<file path="src/common/mr_status_pkg.sv">
/*
 * Bit positions and field widths of the 64-bit OSD status word.
 * Also holds the crop scale modes that the HDMI crop logic checks.
 */

`default_nettype none

package mr_status_pkg;

    localparam int status_w = 64;

    // Scanline effect, 3 bits
    localparam int st_fx_lo = 3;
    localparam int st_fx_hi = 5;

    // User port selection
    localparam int st_db15_bit = 37;
    localparam int st_uart_bit = 38;

    // Vertical crop controls
    localparam int st_crop_en_bit = 41;
    localparam int st_vcopt_lo    = 42;
    localparam int st_scale_lo    = 46;

    // CRT horizontal scaling
    localparam int st_hsize_bit = 48;

    localparam int vcopt_w     = 4;
    localparam int crop_off_w  = 5;
    localparam int crop_size_w = 12;

    // Scaler modes, only normal tolerates cropping
    typedef enum logic [2:0] {
        scale_normal           = 3'd0,
        scale_v_integer        = 3'd1,
        scale_hv_integer_minus = 3'd2,
        scale_hv_integer_plus  = 3'd3,
        scale_hv_integer       = 3'd4
    } crop_scale_e;

endpackage

`default_nettype wire

</file>
<file path="src/common/mr_periph_pkg.sv">
/*
 * Peripheral definitions: user port modes, PS/2 mouse packet layout,
 * debug bus groups and the OSD menu mask width.
 */

`default_nettype none

package mr_periph_pkg;

    // Shared user port, DB15 joystick or UART
    localparam int user_w = 7;

    typedef enum logic [1:0] {
        port_idle = 2'd0,
        port_db15 = 2'd1,
        port_uart = 2'd2
    } port_mode_e;

    // PS/2 mouse packet, top bit toggles on each new packet
    localparam int mouse_pkt_w  = 25;
    localparam int mouse_axis_w = 9;

    // Group picked by the top two bits of the debug bus
    typedef enum logic [1:0] {
        dbg_mouse  = 2'd0,
        dbg_status = 2'd1,
        dbg_port   = 2'd2,
        dbg_echo   = 2'd3
    } dbg_group_e;

    // High bit hides the matching OSD menu item
    localparam int menumask_w = 16;

endpackage

`default_nettype wire

</file>
<file path="src/hdl/mr_status_decode.sv">
/*
 * Splits the OSD status word into named control fields, one register
 * stage. The user port mode gives DB15 priority over UART.
 */

`timescale 1ns/1ps
`default_nettype none

module mr_status_decode (
    input  logic                                clk_sys,
    input  logic                                arst_n,
    input  logic [mr_status_pkg::status_w-1:0]  status,
    output mr_periph_pkg::port_mode_e           port_mode,
    output logic                                uart_en,
    output logic                                crop_en,
    output logic                                hsize_en,
    output logic [mr_status_pkg::vcopt_w-1:0]   vcopt,
    output mr_status_pkg::crop_scale_e          crop_scale,
    output logic [mr_status_pkg::st_fx_hi-mr_status_pkg::st_fx_lo:0] fx
);

    mr_periph_pkg::port_mode_e mode_next;

    // DB15 wins when both port bits are set
    always_comb begin
        if (status[mr_status_pkg::st_db15_bit]) begin
            mode_next = mr_periph_pkg::port_db15;
        end else if (status[mr_status_pkg::st_uart_bit]) begin
            mode_next = mr_periph_pkg::port_uart;
        end else begin
            mode_next = mr_periph_pkg::port_idle;
        end
    end

    always_ff @(posedge clk_sys or negedge arst_n) begin
        if (!arst_n) begin
            port_mode  <= mr_periph_pkg::port_idle;
            uart_en    <= 1'b0;
            crop_en    <= 1'b0;
            hsize_en   <= 1'b0;
            vcopt      <= '0;
            crop_scale <= mr_status_pkg::scale_normal;
            fx         <= '0;
        end else begin
            port_mode <= mode_next;
            uart_en   <= status[mr_status_pkg::st_uart_bit];
            crop_en   <= status[mr_status_pkg::st_crop_en_bit];
            hsize_en  <= status[mr_status_pkg::st_hsize_bit];
            vcopt     <= status[mr_status_pkg::st_vcopt_lo +: mr_status_pkg::vcopt_w];
            // Only two scale bits live in the status word
            crop_scale <= mr_status_pkg::crop_scale_e'(
                {1'b0, status[mr_status_pkg::st_scale_lo +: 2]});
            fx <= status[mr_status_pkg::st_fx_hi:mr_status_pkg::st_fx_lo];
        end
    end

endmodule

`default_nettype wire

</file>
<file path="src/periph/mr_user_port.sv">
/*
 * Drives the shared user port pins from the DB15 joystick logic, the game
 * UART or the idle level, and gates the UART receive line.
 */

`timescale 1ns/1ps
`default_nettype none

module mr_user_port (
    input  logic                              clk_sys,
    input  logic                              arst_n,
    input  mr_periph_pkg::port_mode_e         port_mode,
    input  logic                              uart_en,
    input  logic [mr_periph_pkg::user_w-1:0]  user_in,
    input  logic [mr_periph_pkg::user_w-1:0]  db15_out,
    input  logic                              game_tx,
    output logic [mr_periph_pkg::user_w-1:0]  user_out,
    output logic                              uart_rx
);

    always_ff @(posedge clk_sys or negedge arst_n) begin
        if (!arst_n) begin
            user_out <= '1;
        end else begin
            case (port_mode)
                mr_periph_pkg::port_db15: begin
                    user_out <= db15_out;
                end
                mr_periph_pkg::port_uart: begin
                    // TX on pin 0, the rest held high
                    user_out <= {{(mr_periph_pkg::user_w-1){1'b1}}, game_tx};
                end
                default: begin
                    user_out <= '1;
                end
            endcase
        end
    end

    // RX idles high while the UART is off
    assign uart_rx = uart_en ? user_in[1] : 1'b1;

endmodule

`default_nettype wire

</file>
<file path="src/periph/mr_mouse_decode.sv">
/*
 * Unpacks PS/2 mouse packets into signed motion and button flags.
 * A one-cycle strobe marks each new packet, seen as a toggle of the top bit.
 */

`timescale 1ns/1ps
`default_nettype none

module mr_mouse_decode (
    input  logic                                   clk_sys,
    input  logic                                   arst_n,
    input  logic [mr_periph_pkg::mouse_pkt_w-1:0]  ps2_mouse,
    output logic [mr_periph_pkg::mouse_axis_w-1:0] mouse_dx,
    output logic [mr_periph_pkg::mouse_axis_w-1:0] mouse_dy,
    output logic [7:0]                             mouse_f,
    output logic                                   mouse_strobe
);

    logic toggle_q;
    logic toggle_in;

    assign toggle_in = ps2_mouse[mr_periph_pkg::mouse_pkt_w-1];

    always_ff @(posedge clk_sys or negedge arst_n) begin
        if (!arst_n) begin
            toggle_q     <= 1'b0;
            mouse_strobe <= 1'b0;
            mouse_dx     <= '0;
            mouse_dy     <= '0;
            mouse_f      <= '0;
        end else begin
            toggle_q     <= toggle_in;
            mouse_strobe <= toggle_in ^ toggle_q;
            mouse_f      <= ps2_mouse[7:0];
            // Sign bits come from the flag byte, bits 4 and 5
            mouse_dx <= {ps2_mouse[4], ps2_mouse[15:8]};
            mouse_dy <= {ps2_mouse[5], ps2_mouse[23:16]};
        end
    end

endmodule

`default_nettype wire

</file>
<file path="src/video/mr_crop_ctrl.sv">
/*
 * Vertical crop control for a 1080p HDMI output. Checks that the video
 * settings allow cropping, then gives the crop offset and crop height.
 */

`timescale 1ns/1ps
`default_nettype none

module mr_crop_ctrl #(
    parameter int hdmi_target_w = 1920,
    parameter int hdmi_target_h = 1080,
    parameter int crop_lines    = 216
) (
    input  logic                                  clk_sys,
    input  logic                                  arst_n,
    input  logic [11:0]                           hdmi_width,
    input  logic [11:0]                           hdmi_height,
    input  logic                                  force_scan2x,
    input  logic                                  direct_video,
    input  logic                                  rotate_en,
    input  logic                                  crop_en,
    input  logic [mr_status_pkg::vcopt_w-1:0]     vcopt,
    input  mr_status_pkg::crop_scale_e            crop_scale,
    input  logic [mr_status_pkg::st_fx_hi-mr_status_pkg::st_fx_lo:0] fx,
    output logic                                  crop_ok,
    output logic [mr_status_pkg::crop_off_w-1:0]  crop_off,
    output logic [mr_status_pkg::crop_size_w-1:0] crop_size
);

    logic                                 size_match;
    logic                                 ok_next;
    logic [mr_status_pkg::crop_off_w-1:0] off_x2;

    assign size_match = (hdmi_width == 12'(hdmi_target_w)) &&
                        (hdmi_height == 12'(hdmi_target_h));

    // No scanline FX, scan doubler, scaling, direct video or rotation
    assign ok_next = size_match && (fx == '0) && !force_scan2x &&
                     (crop_scale == mr_status_pkg::scale_normal) &&
                     !direct_video && !rotate_en;

    // Options 6 and up wrap to negative offsets
    assign off_x2 = {vcopt, 1'b0};

    always_ff @(posedge clk_sys or negedge arst_n) begin
        if (!arst_n) begin
            crop_ok   <= 1'b0;
            crop_off  <= '0;
            crop_size <= '0;
        end else begin
            crop_ok <= ok_next;
            if (vcopt < 4'd6) begin
                crop_off <= off_x2;
            end else begin
                crop_off <= off_x2 - 5'd24;
            end
            // Uses the registered crop_ok, one cycle behind it
            crop_size <= (crop_ok && crop_en) ?
                         mr_status_pkg::crop_size_w'(crop_lines) : '0;
        end
    end

endmodule

`default_nettype wire

</file>
<file path="src/hdl/mr_osd_report.sv">
/*
 * OSD report: the menu visibility mask sent back with the status word and
 * a debug byte chosen by the debug bus. Both outputs are registered.
 */

`timescale 1ns/1ps
`default_nettype none

module mr_osd_report #(
    parameter int rotate_menu = 0
) (
    input  logic                                   clk_sys,
    input  logic                                   arst_n,
    input  logic [mr_status_pkg::status_w-1:0]     status,
    input  logic [7:0]                             debug_bus,
    input  logic                                   core_vertical,
    input  logic                                   direct_video,
    input  logic                                   hsize_en,
    input  logic                                   crop_ok,
    input  logic [mr_periph_pkg::mouse_axis_w-1:0] mouse_dx,
    input  logic [mr_periph_pkg::mouse_axis_w-1:0] mouse_dy,
    input  logic [7:0]                             mouse_f,
    output logic [mr_periph_pkg::menumask_w-1:0]   menumask,
    output logic [7:0]                             target_info
);

    localparam int axis_msb = mr_periph_pkg::mouse_axis_w - 1;

    logic [mr_periph_pkg::menumask_w-1:0] mask_next;
    logic [7:0]                           info_next;
    mr_periph_pkg::dbg_group_e            dbg_group;

    assign dbg_group = mr_periph_pkg::dbg_group_e'(debug_bus[7:6]);

    // A set bit hides the item; vertical games show one of two rotate menus
    always_comb begin
        mask_next    = '0;
        mask_next[0] = direct_video;
        mask_next[1] = (rotate_menu == 0) ? ~core_vertical : 1'b1;
        mask_next[2] = ~hsize_en;
        mask_next[3] = 1'b1;
        mask_next[4] = (rotate_menu == 1) ? ~core_vertical : 1'b1;
        mask_next[5] = crop_ok;
    end

    always_comb begin
        case (dbg_group)
            mr_periph_pkg::dbg_mouse: begin
                case (debug_bus[1:0])
                    2'd0:    info_next = mouse_dx[7:0];
                    2'd1:    info_next = mouse_dy[7:0];
                    2'd2:    info_next = mouse_f;
                    default: info_next = {6'd0, mouse_dy[axis_msb], mouse_dx[axis_msb]};
                endcase
            end
            mr_periph_pkg::dbg_status: begin
                info_next = status[{debug_bus[2:0], 3'b000} +: 8];
            end
            mr_periph_pkg::dbg_port: begin
                info_next = mask_next[7:0];
            end
            default: begin
                info_next = debug_bus;
            end
        endcase
    end

    always_ff @(posedge clk_sys or negedge arst_n) begin
        if (!arst_n) begin
            menumask    <= mr_periph_pkg::menumask_w'(16'h0008);
            target_info <= '0;
        end else begin
            menumask    <= mask_next;
            target_info <= info_next;
        end
    end

endmodule

`default_nettype wire

</file>
<file path="src/hdl/mr_frame_top.sv">
/*
 * Frame control glue for an arcade core wrapper. Decodes the OSD status,
 * drives the user port, decodes the mouse, controls 1080p crop and builds
 * the OSD report. Everything runs on clk_sys.
 */

`timescale 1ns/1ps
`default_nettype none

module mr_frame_top #(
    parameter int hdmi_target_w = 1920,
    parameter int hdmi_target_h = 1080,
    parameter int crop_lines    = 216,
    parameter int rotate_menu   = 0
) (
    input  logic                                   clk_sys,
    input  logic                                   arst_n,
    input  logic [mr_status_pkg::status_w-1:0]     status,
    input  logic [mr_periph_pkg::user_w-1:0]       user_in,
    input  logic [mr_periph_pkg::user_w-1:0]       db15_out,
    input  logic                                   game_tx,
    input  logic [mr_periph_pkg::mouse_pkt_w-1:0]  ps2_mouse,
    input  logic [11:0]                            hdmi_width,
    input  logic [11:0]                            hdmi_height,
    input  logic                                   force_scan2x,
    input  logic                                   direct_video,
    input  logic                                   rotate_en,
    input  logic                                   core_vertical,
    input  logic [7:0]                             debug_bus,
    output logic [mr_periph_pkg::user_w-1:0]       user_out,
    output logic                                   game_rx,
    output logic [mr_periph_pkg::mouse_axis_w-1:0] mouse_dx,
    output logic [mr_periph_pkg::mouse_axis_w-1:0] mouse_dy,
    output logic [7:0]                             mouse_f,
    output logic                                   mouse_strobe,
    output logic [mr_status_pkg::crop_off_w-1:0]   crop_off,
    output logic [mr_status_pkg::crop_size_w-1:0]  crop_size,
    output logic [mr_periph_pkg::menumask_w-1:0]   menumask,
    output logic [7:0]                             target_info
);

    mr_periph_pkg::port_mode_e                port_mode;
    mr_status_pkg::crop_scale_e               crop_scale;
    logic                                     uart_en;
    logic                                     crop_en;
    logic                                     hsize_en;
    logic [mr_status_pkg::vcopt_w-1:0]        vcopt;
    logic [mr_status_pkg::st_fx_hi-mr_status_pkg::st_fx_lo:0] fx;
    logic                                     crop_ok;

    // Decode stage
    mr_status_decode mr_status_decode_inst (
        .clk_sys    (clk_sys),
        .arst_n     (arst_n),
        .status     (status),
        .port_mode  (port_mode),
        .uart_en    (uart_en),
        .crop_en    (crop_en),
        .hsize_en   (hsize_en),
        .vcopt      (vcopt),
        .crop_scale (crop_scale),
        .fx         (fx)
    );

    // Execute stage
    mr_user_port mr_user_port_inst (
        .clk_sys   (clk_sys),
        .arst_n    (arst_n),
        .port_mode (port_mode),
        .uart_en   (uart_en),
        .user_in   (user_in),
        .db15_out  (db15_out),
        .game_tx   (game_tx),
        .user_out  (user_out),
        .uart_rx   (game_rx)
    );

    mr_mouse_decode mr_mouse_decode_inst (
        .clk_sys      (clk_sys),
        .arst_n       (arst_n),
        .ps2_mouse    (ps2_mouse),
        .mouse_dx     (mouse_dx),
        .mouse_dy     (mouse_dy),
        .mouse_f      (mouse_f),
        .mouse_strobe (mouse_strobe)
    );

    mr_crop_ctrl #(
        .hdmi_target_w (hdmi_target_w),
        .hdmi_target_h (hdmi_target_h),
        .crop_lines    (crop_lines)
    ) mr_crop_ctrl_inst (
        .clk_sys      (clk_sys),
        .arst_n       (arst_n),
        .hdmi_width   (hdmi_width),
        .hdmi_height  (hdmi_height),
        .force_scan2x (force_scan2x),
        .direct_video (direct_video),
        .rotate_en    (rotate_en),
        .crop_en      (crop_en),
        .vcopt        (vcopt),
        .crop_scale   (crop_scale),
        .fx           (fx),
        .crop_ok      (crop_ok),
        .crop_off     (crop_off),
        .crop_size    (crop_size)
    );

    // Result stage
    mr_osd_report #(
        .rotate_menu (rotate_menu)
    ) mr_osd_report_inst (
        .clk_sys       (clk_sys),
        .arst_n        (arst_n),
        .status        (status),
        .debug_bus     (debug_bus),
        .core_vertical (core_vertical),
        .direct_video  (direct_video),
        .hsize_en      (hsize_en),
        .crop_ok       (crop_ok),
        .mouse_dx      (mouse_dx),
        .mouse_dy      (mouse_dy),
        .mouse_f       (mouse_f),
        .menumask      (menumask),
        .target_info   (target_info)
    );

endmodule

`default_nettype wire

</file>
<file path="config.mk">
export PLATFORM = sky130hd
export DESIGN_NAME = mr_frame_top
export DESIGN_NICKNAME = d
export VERILOG_FILES = /design/src/common/mr_status_pkg.sv /design/src/common/mr_periph_pkg.sv /design/src/hdl/mr_status_decode.sv /design/src/periph/mr_user_port.sv /design/src/periph/mr_mouse_decode.sv /design/src/video/mr_crop_ctrl.sv /design/src/hdl/mr_osd_report.sv /design/src/hdl/mr_frame_top.sv
export SDC_FILE = /design/constraint.sdc
export NUM_CORES = 1
export LEC_CHECK = 0
export BUFFER_PORTS_ARGS = -buffer_cell sky130_fd_sc_hd__buf_2
export CAP_MARGIN = 20
export CORE_ASPECT_RATIO = 0.5
export CORE_UTILIZATION = 37
export DETAILED_ROUTE_END_ITERATION = 7
export PLACE_DENSITY = 0.77
export SYNTH_ARGS = -nofsm -noshare
export SYNTH_HDL_FRONTEND = slang
export SYNTH_HIERARCHICAL = 1
export SYNTH_SLANG_ARGS = --single-unit
</file>
<file path="constraint.sdc">
create_clock -name clk_sys -period 1.1 [get_ports clk_sys]
set_input_delay 0.055 -clock clk_sys [delete_from_list [all_inputs] [get_ports clk_sys]]
set_output_delay 0.055 -clock clk_sys [all_outputs]
set_load 0.05 [all_outputs]
</file>
==> results.cfg, run 1 <==
[yosys]
ys_types = 44
syn_area_um2 = 3030
async_flop_share_pct = 100
synthFlopType = dfrtp_1
avgSynthCellArea_um2 = 14.3
synth-seq-cells = 66
syn_inst = 212
ys_seq_area_share_pct = 54.8
ys_warn_count = 6
synth_edf_count = 0

[worst_setup_path]
ff2ff_path_depth = 3
worstReg2RegEnd = mr_osd_report_inst/target_info[0]$_DFF_PN0_
rr_startpoint = mr_mouse_decode_inst/mouse_dx[0]$_DFF_PN0_
critical_path_class = reg -> reg
crit_buf_inv = 0
cp-start-kind = register
cp.arrival_ns = 1.44
critPathSlowestCell = mux4_2
crit_fanout = 2
slowest_delay_ns = 0.49
path_depth = 3
worst-r2r-setup-slack_ns = -0.14
end_kind = register
crit_path_cell_trace = mux4_2 > a22oi_2 > o21ai_1
required_ns = 1.30
critical-path-top-delay-family = multiplexers

[cts]
clkSinkCount = 66
numCtsBuffers = 9
htree_levels = 3
clockBufferDepth = 2
tritoncts = yes
insertion_delay_ns = 0.33
clkSlewWorstSetupHoldPaths_ns = 0.05
post_cts_buffers = 0
clockRootBuffer = clkbuf_16

[final_layout]
layout-drive-gt1-share_pct = 60.9
final_area_um2 = 5140
area_growth_pct = 69.9
fillers = 554
antennaDiodeCount = 0
nets = 616

[global_routing]
grt_pass1_vias = 2778
grt_pass1_wl_mm = 13.9
grt.overflow.total = 0
antenna_found_initial = 0
grt_max_degree = 48
track_usage_pct = 22.6

[timing]
max_clock_freq_ghz = 0.808
hold_slack_ns = 0.0244
post-route-period-util_pct = 112
finClkSkew_ns = 0.00399
layout_setup_ws_ns = -0.137
hold_viol = 0
fin_crit_ns = 1.24
setup_violations = 4
rsz0062_at_grt = yes
drv_slew = 0

[pwr]
total_power_w = 0.00751
p_leak_nw = 2.50
pwr-share-comb_pct = 24.2
ir_drop_mv = 0.746
seqPwrFrac_pct = 35.8
power.density_nw_per_um2 = 1460
intPower_w = 0.00532
power_switching_w = 0.00219
pwr-share-clk_pct = 40.1
swShare_pct = 29.1

[floorplanning]
die_w_um = 130
die_h_um = 66.0
rows = 22
core_um2 = 7620
die_area_um2 = 8570
start_util_pct = 39.7
ioPinCount = 218

[route]
routed_wl_mm = 9.66
avgRoutedWirePerCell_um = 16.5
vias = 2779
drc_errors = 0
ant_nets = 0
drt_iter0_drc = 169
drt_first_pass_iters = 6
vias_per_cell = 4.76

[flow_run]
maxCapViolCount = 0

[placed_design]
dp_hpwl_mm = 6.59
gp_congestion = 0.824
placed_cell_area_um2 = 4170
portBuffers = 191

[worst_hold_path]
min_from = hdmi_height[7]
hold_depth = 4
worstHoldEndpoint = mr_crop_ctrl_inst/crop_ok$_DFF_PN0_
hold_class = in -> reg

[status]
violations = setup timing
status = finished, violations left
sequential cells by signal, indices dropped and copies added, names as in the netlist:
name	cells
mr_status_decode_inst/vcopt	4
mr_status_decode_inst/fx	3
mr_status_decode_inst/uart_en	1
mr_mouse_decode_inst/mouse_strobe	1
mr_mouse_decode_inst/toggle_q	1
mr_mouse_decode_inst/mouse_f	8
mr_status_decode_inst/port_mode	2
mr_mouse_decode_inst/mouse_dx	8
mr_osd_report_inst/menumask	5
mr_status_decode_inst/crop_en	1
mr_mouse_decode_inst/mouse_dy	8
mr_user_port_inst/user_out	7
mr_status_decode_inst/hsize_en	1
mr_crop_ctrl_inst/crop_size	1
mr_crop_ctrl_inst/crop_ok	1
mr_crop_ctrl_inst/crop_off	4
mr_status_decode_inst/crop_scale	2
mr_osd_report_inst/target_info	8
area by class of cell:
cell class              count  area [um^2]  share of cell area, %
clock buffers               9          225                   4.38
multi-input cells         124         1220                   23.7
well taps                 108          135                   2.63
flip-flops and latches     66         1680                   32.7
clock inverters             7         92.6                   1.80
inverters                   5         18.8                  0.365
repair buffers            265         1770                   34.5
kinds of logic after synthesis:
kind of cell | synth area share, %
flip-flops | 54.8
XOR/XNOR | 0.579
buffers and inverters | 9.30
multiplexers | 18.5
adder cells (fa/ha/maj) | 1.24
AND/OR/NAND/NOR | 6.94
other | 0.496
AO/OA/AOI/OAI | 8.14
repair_timing:
item	CTS	global route
pin swaps	6	5
cloned	0	0
setup endpoints to repair	18	24
endpoints found under the hold margin	116	0
hold buffers	54	0
resized for setup	16	20
cells in the mapped netlist (all sizes together) (5+ instances only):
| cell type | count | area [um^2] |
|---|---|---|
| nand2 | 6 | 22.5 |
| a21oi | 8 | 40.0 |
| mux2i | 12 | 120 |
| dfstp | 7 | 184 |
| buf | 33 | 255 |
| mux4 | 17 | 405 |
| dfrtp | 59 | 1480 |
| a211o | 6 | 60.1 |
| inv | 5 | 18.8 |
| nor2 | 7 | 26.3 |
metal layers:
metal / vias to the layer above / part of all wire [%] / routed length (um) / global-route usage, %
met5: - / 0 / 0 / 0
met4: 0 / 2.8 / 269 / 10.9
met3: 22 / 4.9 / 471 / 5.34
met2: 123 / 55 / 5330 / 41.2
met1: 1383 / 37 / 3580 / 25.2
li1: 1251 / - / - / -
tightest hold or removal path, delay by kind of cell:
| kind | cells | cell delay (ns) |
|---|---|---|
| AND/OR/NAND/NOR | 3 | 0.16 |
| buffers and inverters | 1 | 0.09 |
metrics by stage:
step	util [%]	TNS, ns	cells	setup WS (ns)
2_1_floorplan	-	-0.699	230	-0.214
3_3_place_gp	54.7	-1.55	516	-0.214
3_5_place_dp	54.7	-1.88	516	-0.240
4_1_cts	66.6	-0.252	586	-0.135
5_1_grt	67.5	-0.522	584	-0.172
6_report	67.5	-0.289	584	-0.137
worst max path at each step:
stage / startpoint / end
2_1_floorplan: mr_mouse_decode_inst/mouse_f[5]$_DFF_PN0_ / mr_osd_report_inst/target_info[1]$_DFF_PN0_
3_3_place_gp: debug_bus[0] / mr_osd_report_inst/target_info[5]$_DFF_PN0_
3_5_place_dp: debug_bus[0] / mr_osd_report_inst/target_info[0]$_DFF_PN0_
4_1_cts: mr_mouse_decode_inst/mouse_f[0]$_DFF_PN0_ / mr_osd_report_inst/target_info[0]$_DFF_PN0_
5_1_grt: mr_mouse_decode_inst/mouse_dx[0]$_DFF_PN0_ / mr_osd_report_inst/target_info[0]$_DFF_PN0_
6_report: mr_mouse_decode_inst/mouse_dx[0]$_DFF_PN0_ / mr_osd_report_inst/target_info[0]$_DFF_PN0_
layout by cell type, fill, tap and decap left out, types with 8 or more instances in the layout:
master,n
buf_2,177
dlygate4sd3_1,54
dfrtp_1,43
conb_1,22
buf_4,19
dfrtp_2,16
mux4_2,11
clkbuf_16,9
buf_6,9
mux2i_1,8
power groups by stage:
stage               registers (W)  clock network [W]  logic [W]
floorplan                 0.00318                  0   0.000598
global placement          0.00271                  0    0.00156
detailed placement        0.00271                  0    0.00158
CTS                       0.00267            0.00306    0.00176
global route              0.00270            0.00316    0.00192
finish                    0.00269            0.00301    0.00182
(Power assumes the default switching activity.)
==> run 2: changes to the inputs <==
CORE_MARGIN = 3   (was unset)
PLACE_DENSITY = unset   (was 0.77)
PLACE_DENSITY_LB_ADDON = 0.05   (was unset)
SKIP_CTS_REPAIR_TIMING = 1   (was unset)
==> results.cfg, run 2 (synthesis results as in run 1) <==
[global_routing]
grt_max_degree = 67
grt.overflow.total = 0
grt_pass1_vias = 2589
grt_pass1_wl_mm = 13.2
antenna_found_initial = 0
track_usage_pct = 18.4

[route]
ant_nets = 0
drc_errors = 0
drt_iter0_drc = 107
vias = 2658
avgRoutedWirePerCell_um = 15.9
drt_first_pass_iters = 4
vias_per_cell = 4.57
routed_wl_mm = 9.25

[timing]
post-route-period-util_pct = 112
fin_crit_ns = 1.23
hold_viol = 1
setup_violations = 3
finClkSkew_ns = 0.00528
rsz0062_at_grt = yes
layout_setup_ws_ns = -0.129
tns_ns = -0.286
max_clock_freq_ghz = 0.814
drv_slew = 0
hold_slack_ns = -0.0150

[floorplanning]
start_util_pct = 39.7
die_w_um = 134
die_area_um2 = 9370
rows = 22
core_um2 = 7620
die_h_um = 70.0
ioPinCount = 218

[cts]
clkSinkCount = 66
clkSlewWorstSetupHoldPaths_ns = 0.05
insertion_delay_ns = 0.32
htree_levels = 3
clockRootBuffer = clkbuf_16
tritoncts = yes
numCtsBuffers = 9
clockBufferDepth = 2

[placed_design]
gp_congestion = 0.814
portBuffers = 191
dp_hpwl_mm = 6.98

[pwr]
p_leak_nw = 2.50
ir_drop_mv = 0.912
power.density_nw_per_um2 = 1430

[worst_hold_path]
hold_class = in -> reg

[final_layout]
layout_commonest_cell = buf_2
final_cell_mix = buf_2 (177), dlygate4sd3_1 (50), dfrtp_1 (43)
area_growth_pct = 69.5
nets = 614
layout-drive-gt1-share_pct = 61.2
antennaDiodeCount = 0
fillers = 583

[worst_setup_path]
cp-start-kind = register
cp.arrival_ns = 1.42
crit_fanout = 2
critPathSlowestCell = mux4_2
crit_path_cell_trace = mux4_2 > a22oi_2 > o21ai_1
required_ns = 1.29
slowest_delay_ns = 0.49
end_kind = register
critical_path_class = reg -> reg

[status]
status = finished, violations left
violations = hold timing, setup timing

[flow_run]
maxCapViolCount = 0
==> run 2: cell types whose count changed in the layout (fill, tap and decap cells not counted), sizes merged <==
cell / previous run / this run
buf: 210 / 213
bufinv: 2 / 1
clkbuf: 10 / 12
clkinv: 2 / 1
dlygate4sd3: 54 / 50
inv: 6 / 5
==> run 2: final timing paths <==
kind | slack (ns) | end | start | cells after the start
setup / recovery | -0.13 | mr_osd_report_inst/target_info[0]$_DFF_PN0_ | mr_mouse_decode_inst/mouse_f[0]$_DFF_PN0_ | 3
hold / removal | -0.01 | mr_crop_ctrl_inst/crop_ok$_DFF_PN0_ | hdmi_height[3] | 3
setup reg to reg | -0.13 | mr_osd_report_inst/target_info[0]$_DFF_PN0_ | mr_mouse_decode_inst/mouse_f[0]$_DFF_PN0_ | 3
hold reg to reg | 0.36 | mr_crop_ctrl_inst/crop_off[1]$_DFF_PN0_ | mr_status_decode_inst/vcopt[0]$_DFF_PN0_ | 0
max in group asynchronous | 0.50 | mr_mouse_decode_inst/mouse_dx[6]$_DFF_PN0_ | arst_n | 3
min in group asynchronous | 0.29 | mr_crop_ctrl_inst/crop_size[6]$_DFF_PN0_ | arst_n | 3
==> run 2: power by group <==
group	switching, W	total [W]	leakage [nW]	internal (W)
clock	0.000979	0.00285	0.145	0.00187
sequential	0.0000723	0.00268	0.755	0.00261
combinational	0.00107	0.00180	1.60	0.000731
==> run 2: metrics by stage <==
step	power, W	utilization [%]	setup slack [ns]	std cells	area, um^2
floorplan	0.00378	-	-0.214	230	3130
detailed placement	0.00429	54.4	-0.283	516	4150
CTS	0.00717	58.4	-0.139	532	4450
global placement	0.00427	54.4	-0.239	516	4150
finish	0.00734	67.3	-0.129	582	5130
global route	0.00766	67.3	-0.172	582	5130
==> run 2: layer usage <==
metal	GRT usage [%]	wire length, um
met1	22.4	3740
met4	5.02	51
met3	8.27	768
met2	30.0	4690
met5	0	0
==> run 2: worst max-delay path, delay by kind of cell, from the launching register on <==
kind	cells	cell delay [ns]
DFF	1	0.40
AOI/OAI and AO/OA	2	0.20
muxes	1	0.49
==> run 2: layout make-up <==
cell class | count | area (um^2) | share of cell area, %
multi-input combinational | 124 | 1250 | 24.4
tap | 108 | 135 | 2.63
clock buffer | 12 | 256 | 5.00
clock inverter | 4 | 50.0 | 0.975
sequential | 66 | 1680 | 32.7
inverter | 5 | 18.8 | 0.366
timing repair buffer | 263 | 1740 | 33.9
